`src/logic/seg_pkg.sv`:
```
// segment and beat types
`default_nettype none

package seg_pkg;

   localparam int SEG_DATA_W = 64;
   localparam int SEG_KEEP_W = SEG_DATA_W/8;
   localparam int TID_W      = 3;
   localparam int MD_W       = 8;

   // output beats per packet marked as header
   localparam int HDR_BEATS  = 2;
   // slots kept free below full before ingress ready drops
   localparam int WM_MARGIN  = 4;

   // one 64-bit segment with its sideband
   typedef struct packed {
      logic [SEG_DATA_W-1:0] data;
      logic [SEG_KEEP_W-1:0] keep;
      logic [TID_W-1:0]      tid;
      logic                  err;
      logic                  last_seg;
   } seg_t;

   // ingress beat as stored in the FIFO
   typedef struct packed {
      seg_t            seg;
      logic            tlast;
      logic [MD_W-1:0] md;
   } igr_beat_t;

   typedef struct packed {
      logic sop;
      logic eop;
      logic hdr_segment;
      logic payld_segment;
   } seg_info_t;

endpackage

`default_nettype wire

```
`src/logic/beat_emit.sv`:
```
// egress beat register
`timescale 1ns/1ps
`default_nettype none

module beat_emit
  #(parameter int ENUM_SEG    = 4
   ,parameter int BYTE_ROTATE = 0
   )
   (
    input  var logic                                           clk
   ,input  var logic                                           rst
   ,input  var logic                                           close_i
   ,input  var seg_pkg::seg_t [ENUM_SEG-1:0]                   lanes_i
   ,input  var logic [seg_pkg::MD_W-1:0]                       md_i
   ,input  var logic                                           tlast_i
   ,input  var logic                                           trdy_i
   ,output var logic                                           load_ready_o
   ,output var logic                                           tvld_o
   ,output var logic [ENUM_SEG-1:0][seg_pkg::SEG_DATA_W-1:0]   tdata_o
   ,output var logic [ENUM_SEG-1:0][seg_pkg::SEG_KEEP_W-1:0]   tkeep_o
   ,output var logic [ENUM_SEG-1:0][seg_pkg::TID_W-1:0]        tid_o
   ,output var logic [ENUM_SEG-1:0]                            terr_o
   ,output var logic [ENUM_SEG-1:0]                            tlast_segment_o
   ,output var logic                                           tlast_o
   ,output var logic [seg_pkg::MD_W-1:0]                       tuser_md_o
   ,output var seg_pkg::seg_info_t                             seg_info_o
   );
   import seg_pkg::*;

   localparam int NBYTES = ENUM_SEG*SEG_KEEP_W;
   localparam int CNT_W  = $clog2(HDR_BEATS+1);

   logic                 vld_q;
   logic                 accept;
   seg_t [ENUM_SEG-1:0]  beat_q;
   logic                 tlast_q;
   logic [MD_W-1:0]      md_q;
   logic [CNT_W-1:0]     beat_cnt_q;
   logic [NBYTES-1:0][7:0] word_b;
   logic [NBYTES-1:0][7:0] rot_b;

   assign accept       = vld_q && trdy_i;
   assign load_ready_o = !vld_q || trdy_i;

   //----------------------------------------------------------------------
   // output register, held while trdy_i is low
   //----------------------------------------------------------------------
   always_ff @(posedge clk) begin
      if (rst) begin
         vld_q <= 1'b0;
      end else if (close_i) begin
         vld_q <= 1'b1;
      end else if (trdy_i) begin
         vld_q <= 1'b0;
      end
   end

   always_ff @(posedge clk) begin
      if (close_i) begin
         beat_q  <= lanes_i;
         tlast_q <= tlast_i;
         md_q    <= md_i;
      end
   end

   // accepted beats within the packet, saturating past the header
   always_ff @(posedge clk) begin
      if (rst) begin
         beat_cnt_q <= '0;
      end else if (accept) begin
         if (tlast_q) begin
            beat_cnt_q <= '0;
         end else if (beat_cnt_q != CNT_W'(HDR_BEATS)) begin
            beat_cnt_q <= beat_cnt_q + 1'b1;
         end
      end
   end

   //----------------------------------------------------------------------
   // egress outputs
   //----------------------------------------------------------------------
   always_comb begin
      for (int i = 0; i < ENUM_SEG; i++) begin
         word_b[i*SEG_KEEP_W +: SEG_KEEP_W] = beat_q[i].data;
         tkeep_o[i]         = beat_q[i].keep;
         tid_o[i]           = beat_q[i].tid;
         terr_o[i]          = beat_q[i].err;
         tlast_segment_o[i] = beat_q[i].last_seg;
      end
      // msb byte of the whole word goes to lsb
      for (int b = 0; b < NBYTES; b++) begin
         rot_b[b] = word_b[NBYTES-1-b];
      end
      tdata_o    = (BYTE_ROTATE != 0) ? rot_b : word_b;
      tvld_o     = vld_q;
      tlast_o    = tlast_q;
      tuser_md_o = md_q;

      seg_info_o.sop           = (beat_cnt_q == '0);
      seg_info_o.eop           = tlast_q;
      seg_info_o.hdr_segment   = (beat_cnt_q < CNT_W'(HDR_BEATS));
      seg_info_o.payld_segment = !(beat_cnt_q < CNT_W'(HDR_BEATS));
   end

endmodule

`default_nettype wire

```
`config.mk`:
```
export PLATFORM = sky130hd
export DESIGN_NAME = beat_emit
export DESIGN_NICKNAME = d
export VERILOG_FILES = /design/src/logic/seg_pkg.sv /design/src/logic/beat_emit.sv
export SDC_FILE = /design/constraint.sdc
export NUM_CORES = 1
export LEC_CHECK = 0
export BUFFER_PORTS_ARGS = -buffer_cell sky130_fd_sc_hd__buf_2
export CORE_AREA = 4 4 248 250
export CTS_CLUSTER_DIAMETER = 80
export CTS_CLUSTER_SIZE = 14
export DETAILED_ROUTE_END_ITERATION = 12
export DIE_AREA = 0 0 252 254
export PLACE_DENSITY = 0.5
export SETUP_SLACK_MARGIN = 0.3
export SLEW_MARGIN = 20
export SYNTH_ARGS = -nofsm -noshare
export SYNTH_HDL_FRONTEND = slang
export SYNTH_SLANG_ARGS = --single-unit
```
`constraint.sdc`:
```
create_clock -name clk -period 1.5 [get_ports clk]
set_clock_uncertainty 0.15 [all_clocks]
set_input_delay 0.225 -clock clk [delete_from_list [all_inputs] [get_ports clk]]
set_output_delay 0.225 -clock clk [all_outputs]
set_load 0.01 [all_outputs]
```
# After elaboration in Yosys (flattened, before gate mapping)

Index checks and enable logic that the tools add are counted.

$add $sub $neg: 1
Magnitude comparators: 1
Equality and inequality tests: 1
Multiplexer cells: 4
Reduce and logical (&&, ||, !) cells: 8

Operators with widths:

| kind                                                          | number |
|---|---|
| 2-bit two-way mux                                             | 2 |
| 2-bit nonzero test                                            | 2 |
| 2-bit by 1-bit adder with 2-bit output, second input constant | 1 |
| 1-bit zero test                                               | 2 |
| 2-bit zero test                                               | 1 |
| 2-bit < comparator, second input constant                     | 1 |
| 1-bit two-way mux                                             | 2 |
| 2-bit != test, second input constant                          | 1 |
| 2-bit AND reduction                                           | 1 |
| 1-bit logical AND                                             | 1 |
| 1-bit logical OR                                              | 1 |

Register bits after elaboration: 320
Input bits: 321
Logic and storage cells: 39

# Longest topological paths before layout

Gate-level depths: netlist of the first run.

Depth after elaboration: 3
Depth in mapped cells: 5
Mapped depth without buffers: 5

# Least setup slack after synthesis of the first run

No wires, ideal clock.

Kind: flip-flop to flip-flop
Start point: reg beat_cnt_q[1]
End point: reg beat_cnt_q[1]
Setup time: 70 ps
Arrival: 1238 ps
Required time: 1280 ps
Setup slack: 43 ps
Stages on the path, launching flop included: 5
Path buffers: 0
Period minus slack after synthesis: 1457 ps
Cell sequence: dfxtp_1 inv_1 ha_1 or4b_1 a21oi_1

Word-level cells in the longest chain between the ends: 3

Ends and longest elaborated chain:

| element                                                                        | line                             | source |
|---|---|---|
| start: declaration                                                             | beat_emit.sv:38                  | `logic [CNT_W-1:0] beat_cnt_q;` |
| start signal: assignment                                                       | beat_emit.sv:74                  | `beat_cnt_q <= beat_cnt_q + 1'b1;` |
| 2-bit by 1-bit adder with 2-bit output / 2-bit != test (equally long branches) | beat_emit.sv:74, beat_emit.sv:73 |  |
| 2-bit two-way mux / 2-bit nonzero test (equally long branches)                 | n/a                              |  |
| 2-bit two-way mux / 2-bit AND reduction (equally long branches)                | n/a                              |  |

Several ways; a longest one is shown, not always the timed one. The select of a mux whose other input is x is not followed.
A chain may end at the register's enable or synchronous reset.

# Final worst setup path of the first run

Start point: reg vld_q (netlist: tvld_o)
End point: out load_ready_o

Word-level cells in the longest chain between the ends: 2

Ends and longest elaborated chain:

| element                  | line            | source |
|---|---|---|
| start: declaration       | beat_emit.sv:33 | `logic vld_q;` |
| start signal: assignment | beat_emit.sv:50 | `vld_q <= 1'b0;` |
| start signal: assignment | beat_emit.sv:52 | `vld_q <= 1'b1;` |
| start signal: assignment | beat_emit.sv:54 | `vld_q <= 1'b0;` |
| 1-bit zero test          | beat_emit.sv:43 | `assign load_ready_o = !vld_q \|\| trdy_i;` |
| 1-bit logical OR         | beat_emit.sv:43 |  |
| end: declaration         | beat_emit.sv:17 | `,output var logic load_ready_o` |

Every way passes these cells.

==> flow_results.xml, run 1 <==
<?xml version="1.0" encoding="UTF-8"?>
<metrics>
  <group name="synthesis">
    <metric name="synth.distinct_cells" unit="">12</metric>
    <metric name="synth_seq_cells" unit="">320</metric>
    <metric name="yosys.area.top_type_share" unit="">0.9822</metric>
    <metric name="yosysWarnings" unit="">0</metric>
    <metric name="syn-num-nets" unit="">660</metric>
    <metric name="syn-instance-count" unit="">337</metric>
    <metric name="syn_avg_cell_area" unit="µm²">28.76</metric>
    <metric name="synth.yosys.seq_area_share" unit="">0.9884</metric>
    <metric name="synthTopCellsByArea" unit="">edfxtp_1 (98%), dfxtp_1 (0.62%), ha_1 (0.26%), a21oi_1 (0.15%), buf_4 (0.15%)</metric>
    <metric name="synth_top_area_cell" unit="">edfxtp_1</metric>
    <metric name="synth.cell_area" unit="mm²">0.009692</metric>
  </group>
  <group name="floorplan">
    <metric name="floorplan.die.height" unit="µm">254</metric>
    <metric name="core_region_area" unit="mm²">0.05902</metric>
    <metric name="dieWidth" unit="µm">252</metric>
    <metric name="initial_utilization" unit="">0.1642</metric>
    <metric name="design.die.area" unit="mm²">0.06401</metric>
    <metric name="ioPinCount" unit="">644</metric>
    <metric name="core.rowCount" unit="">89</metric>
  </group>
  <group name="drt">
    <metric name="detail_route.first_pass.iterations" unit="">4</metric>
    <metric name="drt-wirelength-per-cell" unit="µm">16.38</metric>
    <metric name="wl" unit="µm">35080</metric>
    <metric name="drc" unit="">0</metric>
    <metric name="post_drt_via_cell_ratio" unit="">3.451</metric>
    <metric name="detailedRoute.firstIterationViolations" unit="">273</metric>
    <metric name="number_of_routed_nets_with_antenna_violations" unit="">0</metric>
    <metric name="detailroute.via_count" unit="">7388</metric>
  </group>
  <group name="setup_path">
    <metric name="critical_path.max_stage_delay" unit="ns">0.32</metric>
    <metric name="crit_required" unit="ns">1.12</metric>
    <metric name="timing.critical_path.cells" unit="">or2b_4 &gt; buf_6</metric>
    <metric name="crit_path_end_kind" unit="">output pin</metric>
    <metric name="critPathLaunchType" unit="">register</metric>
    <metric name="worstPathMaxFanout" unit="">2</metric>
    <metric name="cpMaxStageDelayCell" unit="">dfxtp_2</metric>
    <metric name="critPathArrivalTime" unit="ns">1.28</metric>
    <metric name="critical_path_class" unit="">reg2out</metric>
  </group>
  <group name="sta">
    <metric name="finalMaxSlewViolations" unit="">0</metric>
    <metric name="worst_slew_pin_slew" unit="ns">0.4270</metric>
    <metric name="final_min_period_over_clock_period" unit="">1.102</metric>
    <metric name="grt_setup_unrepaired" unit="">yes</metric>
    <metric name="totalNegativeSetupSlack" unit="ns">-0.8318</metric>
    <metric name="post_layout_min_period" unit="ns">1.653</metric>
    <metric name="hold-worst-slack" unit="ns">-0.1460</metric>
    <metric name="postLayoutSetupSlackWorst" unit="ns">-0.1529</metric>
    <metric name="max-slew-margin-rel" unit="">0.7154</metric>
    <metric name="setup-violations-final" unit="">27</metric>
    <metric name="clock.fmax" unit="GHz">0.6050</metric>
    <metric name="report.final.hold_viol_count" unit="">10</metric>
  </group>
  <group name="grt">
    <metric name="grt_pass1_vias" unit="">8194</metric>
    <metric name="overflow" unit="">0</metric>
    <metric name="global_route_wire_length_before_repair" unit="µm">49130</metric>
    <metric name="track_usage" unit="">0.1005</metric>
    <metric name="initial_antenna_violation_count" unit="">5</metric>
    <metric name="maximum_number_of_pins_on_one_net_before_global_route_repair" unit="">33</metric>
  </group>
  <group name="clocking">
    <metric name="cts.reportedPaths.clkPinSlew" unit="ns">0.06</metric>
    <metric name="clkSinkCount" unit="">320</metric>
    <metric name="tritoncts" unit="">built</metric>
    <metric name="cts.root.buffer_cell" unit="">clkbuf_16</metric>
    <metric name="number_of_levels_the_h_tree_was_split_into" unit="">1</metric>
    <metric name="worst_skew_pair.late_latency" unit="ns">0.55</metric>
    <metric name="cts-buffers-inserted" unit="">27</metric>
    <metric name="cts_buffer_depth" unit="">3</metric>
    <metric name="cts_hold_buf" unit="">318</metric>
  </group>
  <group name="outcome">
    <metric name="status" unit="">finished with violations</metric>
    <metric name="violated_checks" unit="">negative hold slack, negative setup slack</metric>
  </group>
  <group name="power">
    <metric name="leakage" unit="nW">7.701</metric>
    <metric name="irDropWorstVdd" unit="mV">0.8287</metric>
    <metric name="power.density" unit="mW/mm²">1069</metric>
  </group>
  <group name="cells_and_area">
    <metric name="final_net_count" unit="">1678</metric>
    <metric name="drive_above_1_share" unit="">0.5216</metric>
    <metric name="syn_to_final_growth" unit="%">91.40</metric>
  </group>
  <group name="place">
    <metric name="io_buffer_count" unit="">643</metric>
    <metric name="detailed_place_hpwl" unit="µm">26170</metric>
    <metric name="worst_setup_timing_slack_at_the_placement_stage" unit="ns">0.04912</metric>
    <metric name="gpl.final_weighted_congestion" unit="">0.7972</metric>
  </group>
  <group name="min_path">
    <metric name="min_path_type" unit="">in2reg</metric>
  </group>
  <group name="run">
    <metric name="max_cap_violations" unit="">0</metric>
  </group>
</metrics>
## worst max-delay path: cells and delay by family, from the launching register on
family	cells	cell delay, ns
buffers and inverters	1	0.13
DFF	1	0.32
and+or+nand+nor	1	0.28
## through the flow
stage	instances	total power (W)	hold WS, ns	instance area, µm²	utilization
final	2141	0.01983	-0.1460	18550	0.3143
after floorplan	337	0.01139	0.1367	9693	-
after global placement	1775	0.01287	0.2517	14140	0.2396
after global routing	2141	0.02073	-0.1856	18550	0.3143
after CTS	2137	0.02008	-0.2035	18420	0.3121
after detailed placement	1775	0.01289	0.2532	14140	0.2396
## final timing paths
check	end	cells after the start	from	slack [ns]
setup / recovery	load_ready_o	2	tvld_o	-0.15
hold / removal	tvld_o	3	trdy_i	-0.15
setup reg to reg	beat_cnt_q[1]	5	beat_cnt_q[0]	-0.02
hold reg to reg	beat_cnt_q[0]	3	beat_cnt_q[0]	0.47
## area by class of cell
class                   instances  area (µm²)
diodes                          1       2.502
well taps                     773       967.2
fillers                      5783       40470
clock buffers                  37       713.2
inverters                       3       11.26
repair buffers                991        7123
flip-flops and latches        320        9583
multi-input cells              12       121.4
clock inverters                 4       28.78
## what timing repair did
action	in CTS	in global routing
endpoints found under the hold margin	327	10
setup endpoints to repair	325	325
setup buffers	3	3
pin swaps	2	2
gates resized for setup	67	25
## synth_stat cells
master	number
or4b_1	1
or2b_2	1
inv_1	3
buf_4	2
dfxtp_1	3
a21oi_1	3
o21ai_0	2
or4_1	1
nor2b_1	1
edfxtp_1	317
nand2_1	1
ha_1	2
## cells in the final DEF, fill, tap and decap left out, types with 2 or more instances in the layout
cell type      count
dlygate4sd3_1    318
buf_6             65
ha_4               2
inv_2              2
buf_4             20
buf_12             7
buf_2            580
clkbuf_16         27
a21oi_1            2
dfxtp_2            3
o21ai_0            2
clkbuf_1          10
edfxtp_1         317
## flip-flops by register name, indices dropped and copies added, names as in the netlist
name / cells
terr_o: 4
tlast_segment_o: 4
beat_cnt_q: 2
tlast_o: 1
tvld_o: 1
tkeep_o: 32
tuser_md_o: 8
tid_o: 12
tdata_o: 256
## power by group
group	internal [W]	leakage [nW]	switching, W	total (W)
Clock	0.00329	0.361	0.00301	0.00630
Sequential	0.0106	3.13	0.000236	0.0109
Combinational	0.00149	4.21	0.00118	0.00267
Total	0.0154	7.70	0.00443	0.0198
## layer usage
metal / wire length, µm / track usage / up-vias
met5: 12 / 0 / -
met4: 1327 / 0.03468 / 2
met1: 12110 / 0.1059 / 3508
li1: - / - / 3397
met3: 3787 / 0.04227 / 67
met2: 17840 / 0.1808 / 414
## cells by family after synthesis
kind of cell / count (synthesis) / share of synthesized area
buf+inv: 5 / 0.002711
simple gates: 5 / 0.003744
flops: 320 / 0.9884
compound gates: 5 / 0.002582
fa+ha+maj: 2 / 0.002582
(Power assumes the default switching activity.)
==> run 2: changes to the inputs <==
--- a/config.mk
+++ b/config.mk
@@ -6,12 +6,14 @@
 export NUM_CORES = 1
 export LEC_CHECK = 0
 export BUFFER_PORTS_ARGS = -buffer_cell sky130_fd_sc_hd__buf_2
-export CORE_AREA = 4 4 248 250
+export CELL_PAD_IN_SITES_DETAIL_PLACEMENT = 0
+export CELL_PAD_IN_SITES_GLOBAL_PLACEMENT = 1
+export CORE_AREA = 4 4 250 252
 export CTS_CLUSTER_DIAMETER = 80
 export CTS_CLUSTER_SIZE = 14
 export DETAILED_ROUTE_END_ITERATION = 12
-export DIE_AREA = 0 0 252 254
-export PLACE_DENSITY = 0.5
+export DIE_AREA = 0 0 254 256
+export PLACE_DENSITY = 0.49
 export SETUP_SLACK_MARGIN = 0.3
 export SLEW_MARGIN = 20
 export SYNTH_ARGS = -nofsm -noshare
==> flow_results.xml, run 2 (synthesis gave the netlist of run 1 again) <==
<?xml version="1.0" encoding="UTF-8"?>
<metrics>
  <group name="outcome">
    <metric name="status" unit="">finished with violations</metric>
    <metric name="violated_checks" unit="">negative hold slack, negative setup slack</metric>
  </group>
  <group name="grt">
    <metric name="initial_antenna_violation_count" unit="">6</metric>
    <metric name="grt_pass1_vias" unit="">8333</metric>
    <metric name="overflow" unit="">0</metric>
    <metric name="maximum_number_of_pins_on_one_net_before_global_route_repair" unit="">29</metric>
    <metric name="most_used_routing_layer" unit="">met2</metric>
    <metric name="track_usage" unit="">0.1055</metric>
    <metric name="gr-usage-met2" unit="">0.1991</metric>
    <metric name="groute.layer.met1.usage" unit="">0.1148</metric>
    <metric name="global_route_wire_length_before_repair" unit="µm">52230</metric>
    <metric name="met3_usage" unit="">0.02916</metric>
  </group>
  <group name="clocking">
    <metric name="number_of_levels_the_h_tree_was_split_into" unit="">1</metric>
    <metric name="tritoncts" unit="">built</metric>
    <metric name="cts.root.buffer_cell" unit="">clkbuf_16</metric>
    <metric name="clkSinkCount" unit="">320</metric>
    <metric name="cts_buffer_depth" unit="">3</metric>
    <metric name="worst_skew_pair.late_latency" unit="ns">0.58</metric>
    <metric name="cts-buffers-inserted" unit="">28</metric>
    <metric name="cts.reportedPaths.clkPinSlew" unit="ns">0.07</metric>
  </group>
  <group name="cells_and_area">
    <metric name="register_area" unit="mm²">0.009583</metric>
    <metric name="n_fill_cell" unit="">6023</metric>
    <metric name="syn_to_final_growth" unit="%">91.58</metric>
    <metric name="final_net_count" unit="">1687</metric>
    <metric name="layout.cells.most_common" unit="">buf_2</metric>
    <metric name="postLayoutCellArea" unit="mm²">0.01857</metric>
    <metric name="drive_above_1_share" unit="">0.5274</metric>
    <metric name="final_cell_mix" unit="">buf_2 (602), dlygate4sd3_1 (319), edfxtp_1 (317)</metric>
    <metric name="multi_input_area" unit="µm²">121.4</metric>
    <metric name="post-route-util" unit="">0.3088</metric>
    <metric name="largest_reg_flops" unit="">256</metric>
  </group>
  <group name="floorplan">
    <metric name="core_region_area" unit="mm²">0.06013</metric>
    <metric name="core.rowCount" unit="">90</metric>
    <metric name="floorplan.die.height" unit="µm">256</metric>
    <metric name="ioPinCount" unit="">644</metric>
    <metric name="initial_utilization" unit="">0.1612</metric>
    <metric name="dieWidth" unit="µm">254</metric>
    <metric name="design.die.area" unit="mm²">0.06502</metric>
  </group>
  <group name="setup_path">
    <metric name="crit_required" unit="ns">1.12</metric>
    <metric name="critPathLaunchType" unit="">register</metric>
    <metric name="critPathArrivalTime" unit="ns">1.30</metric>
    <metric name="worstPathMaxFanout" unit="">2</metric>
    <metric name="timing.critical_path.cells" unit="">or2b_4 &gt; buf_6</metric>
    <metric name="critical_path.max_stage_delay" unit="ns">0.32</metric>
    <metric name="crit_path_end_kind" unit="">output pin</metric>
    <metric name="cpMaxStageDelayCell" unit="">dfxtp_2</metric>
    <metric name="critical_path_class" unit="">reg2out</metric>
  </group>
  <group name="min_path">
    <metric name="min_path_type" unit="">in2reg</metric>
  </group>
  <group name="drt">
    <metric name="detail_route.first_pass.iterations" unit="">4</metric>
    <metric name="drt-wirelength-per-cell" unit="µm">17.05</metric>
    <metric name="number_of_routed_nets_with_antenna_violations" unit="">0</metric>
    <metric name="wl" unit="µm">36700</metric>
    <metric name="detailroute.via_count" unit="">7365</metric>
    <metric name="post_drt_via_cell_ratio" unit="">3.421</metric>
    <metric name="drc" unit="">0</metric>
    <metric name="detailedRoute.firstIterationViolations" unit="">271</metric>
  </group>
  <group name="sta">
    <metric name="hold-worst-slack" unit="ns">-0.1186</metric>
    <metric name="finalMaxSlewViolations" unit="">0</metric>
    <metric name="setup-violations-final" unit="">33</metric>
    <metric name="final_min_period_over_clock_period" unit="">1.113</metric>
    <metric name="clock.fmax" unit="GHz">0.5987</metric>
    <metric name="worst_slew_pin_slew" unit="ns">0.4401</metric>
    <metric name="post_layout_min_period" unit="ns">1.670</metric>
    <metric name="max-slew-margin-rel" unit="">0.7056</metric>
    <metric name="postLayoutSetupSlackWorst" unit="ns">-0.1702</metric>
    <metric name="grt_setup_unrepaired" unit="">yes</metric>
    <metric name="report.final.hold_viol_count" unit="">3</metric>
  </group>
  <group name="run">
    <metric name="max_cap_violations" unit="">0</metric>
  </group>
  <group name="place">
    <metric name="io_buffer_count" unit="">643</metric>
    <metric name="detailed_place_hpwl" unit="µm">27690</metric>
    <metric name="placement.cell_area" unit="mm²">0.01423</metric>
    <metric name="gpl.final_weighted_congestion" unit="">0.8048</metric>
  </group>
  <group name="power">
    <metric name="power.density" unit="mW/mm²">1089</metric>
    <metric name="leakage" unit="nW">7.728</metric>
    <metric name="irDropWorstVdd" unit="mV">0.8726</metric>
  </group>
</metrics>
[run 2: cell types whose count changed in the layout (fill, tap and decap cells not counted), moves of 2 or more]
cell      change
clkbuf_1      -8
buf_4         +3
buf_6        -22
buf_12        +3
clkinv_8      +2
buf_2        +22
[run 2: worst max-delay path, delay by kind of cell (launching register included)]
family | cells | cell delay [ns]
buffers and inverters | 1 | 0.12
flip-flops | 1 | 0.32
AND/OR/NAND/NOR | 1 | 0.27
[run 2: timing repair]
action                                  4_1_cts  5_1_grt
pin swaps                                     2        2
setup buffers                                 5        2
resized for setup                            46       28
endpoints found under the setup margin      325      519
endpoints found under the hold margin       350        7
hold buffers                                320        1
[run 2: area by class of cell]
type | instances | area share
Antenna cell | 2 | 0.0002695
Tap cell | 782 | 0.05270
Multi-Input combinational cell | 12 | 0.006536
Clock buffer | 30 | 0.03814
Inverter | 3 | 0.0006065
Clock inverter | 5 | 0.004178
Timing Repair Buffer | 999 | 0.3815
Sequential cell | 320 | 0.5161
[run 2: through the flow]
step / TNS (ns) / hold slack [ns] / power, W / worst slack (ns) / std cells
floorplan: 0 / 0.1367 / 0.01139 / 0.1159 / 337
global placement: 0 / 0.2513 / 0.01292 / 0.04813 / 1789
detailed placement: 0 / 0.2531 / 0.01293 / 0.04970 / 1789
CTS: -35.46 / -0.1729 / 0.02056 / -0.2218 / 2149
global route: -10.40 / -0.1238 / 0.02110 / -0.2276 / 2153
finish: -1.334 / -0.1186 / 0.02022 / -0.1702 / 2153
[run 2: metal layers]
metal	part of all wire	vias to the layer above	wire length, µm
li1	-	3415	-
met1	0.36	3539	13220
met3	0.078	52	2869
met5	0.00074	-	27
met4	0.027	4	999
met2	0.53	355	19590
[run 2: path summary, 6_finish.rpt]
kind                   endpoint  slack (ns)           from  cells past startpoint
setup reg to reg  beat_cnt_q[0]        0.02  beat_cnt_q[0]                      5
hold reg to reg   beat_cnt_q[1]        0.47  beat_cnt_q[1]                      3
hold / removal           tvld_o       -0.12         trdy_i                      4
setup / recovery   load_ready_o       -0.17         tvld_o                      2
[run 2: power by group]
part	switching (W)	total [W]	internal (W)
registers	0.000217	0.0108	0.0106
clock network	0.00319	0.00671	0.00352
logic	0.00121	0.00268	0.00147
total	0.00462	0.0202	0.0156
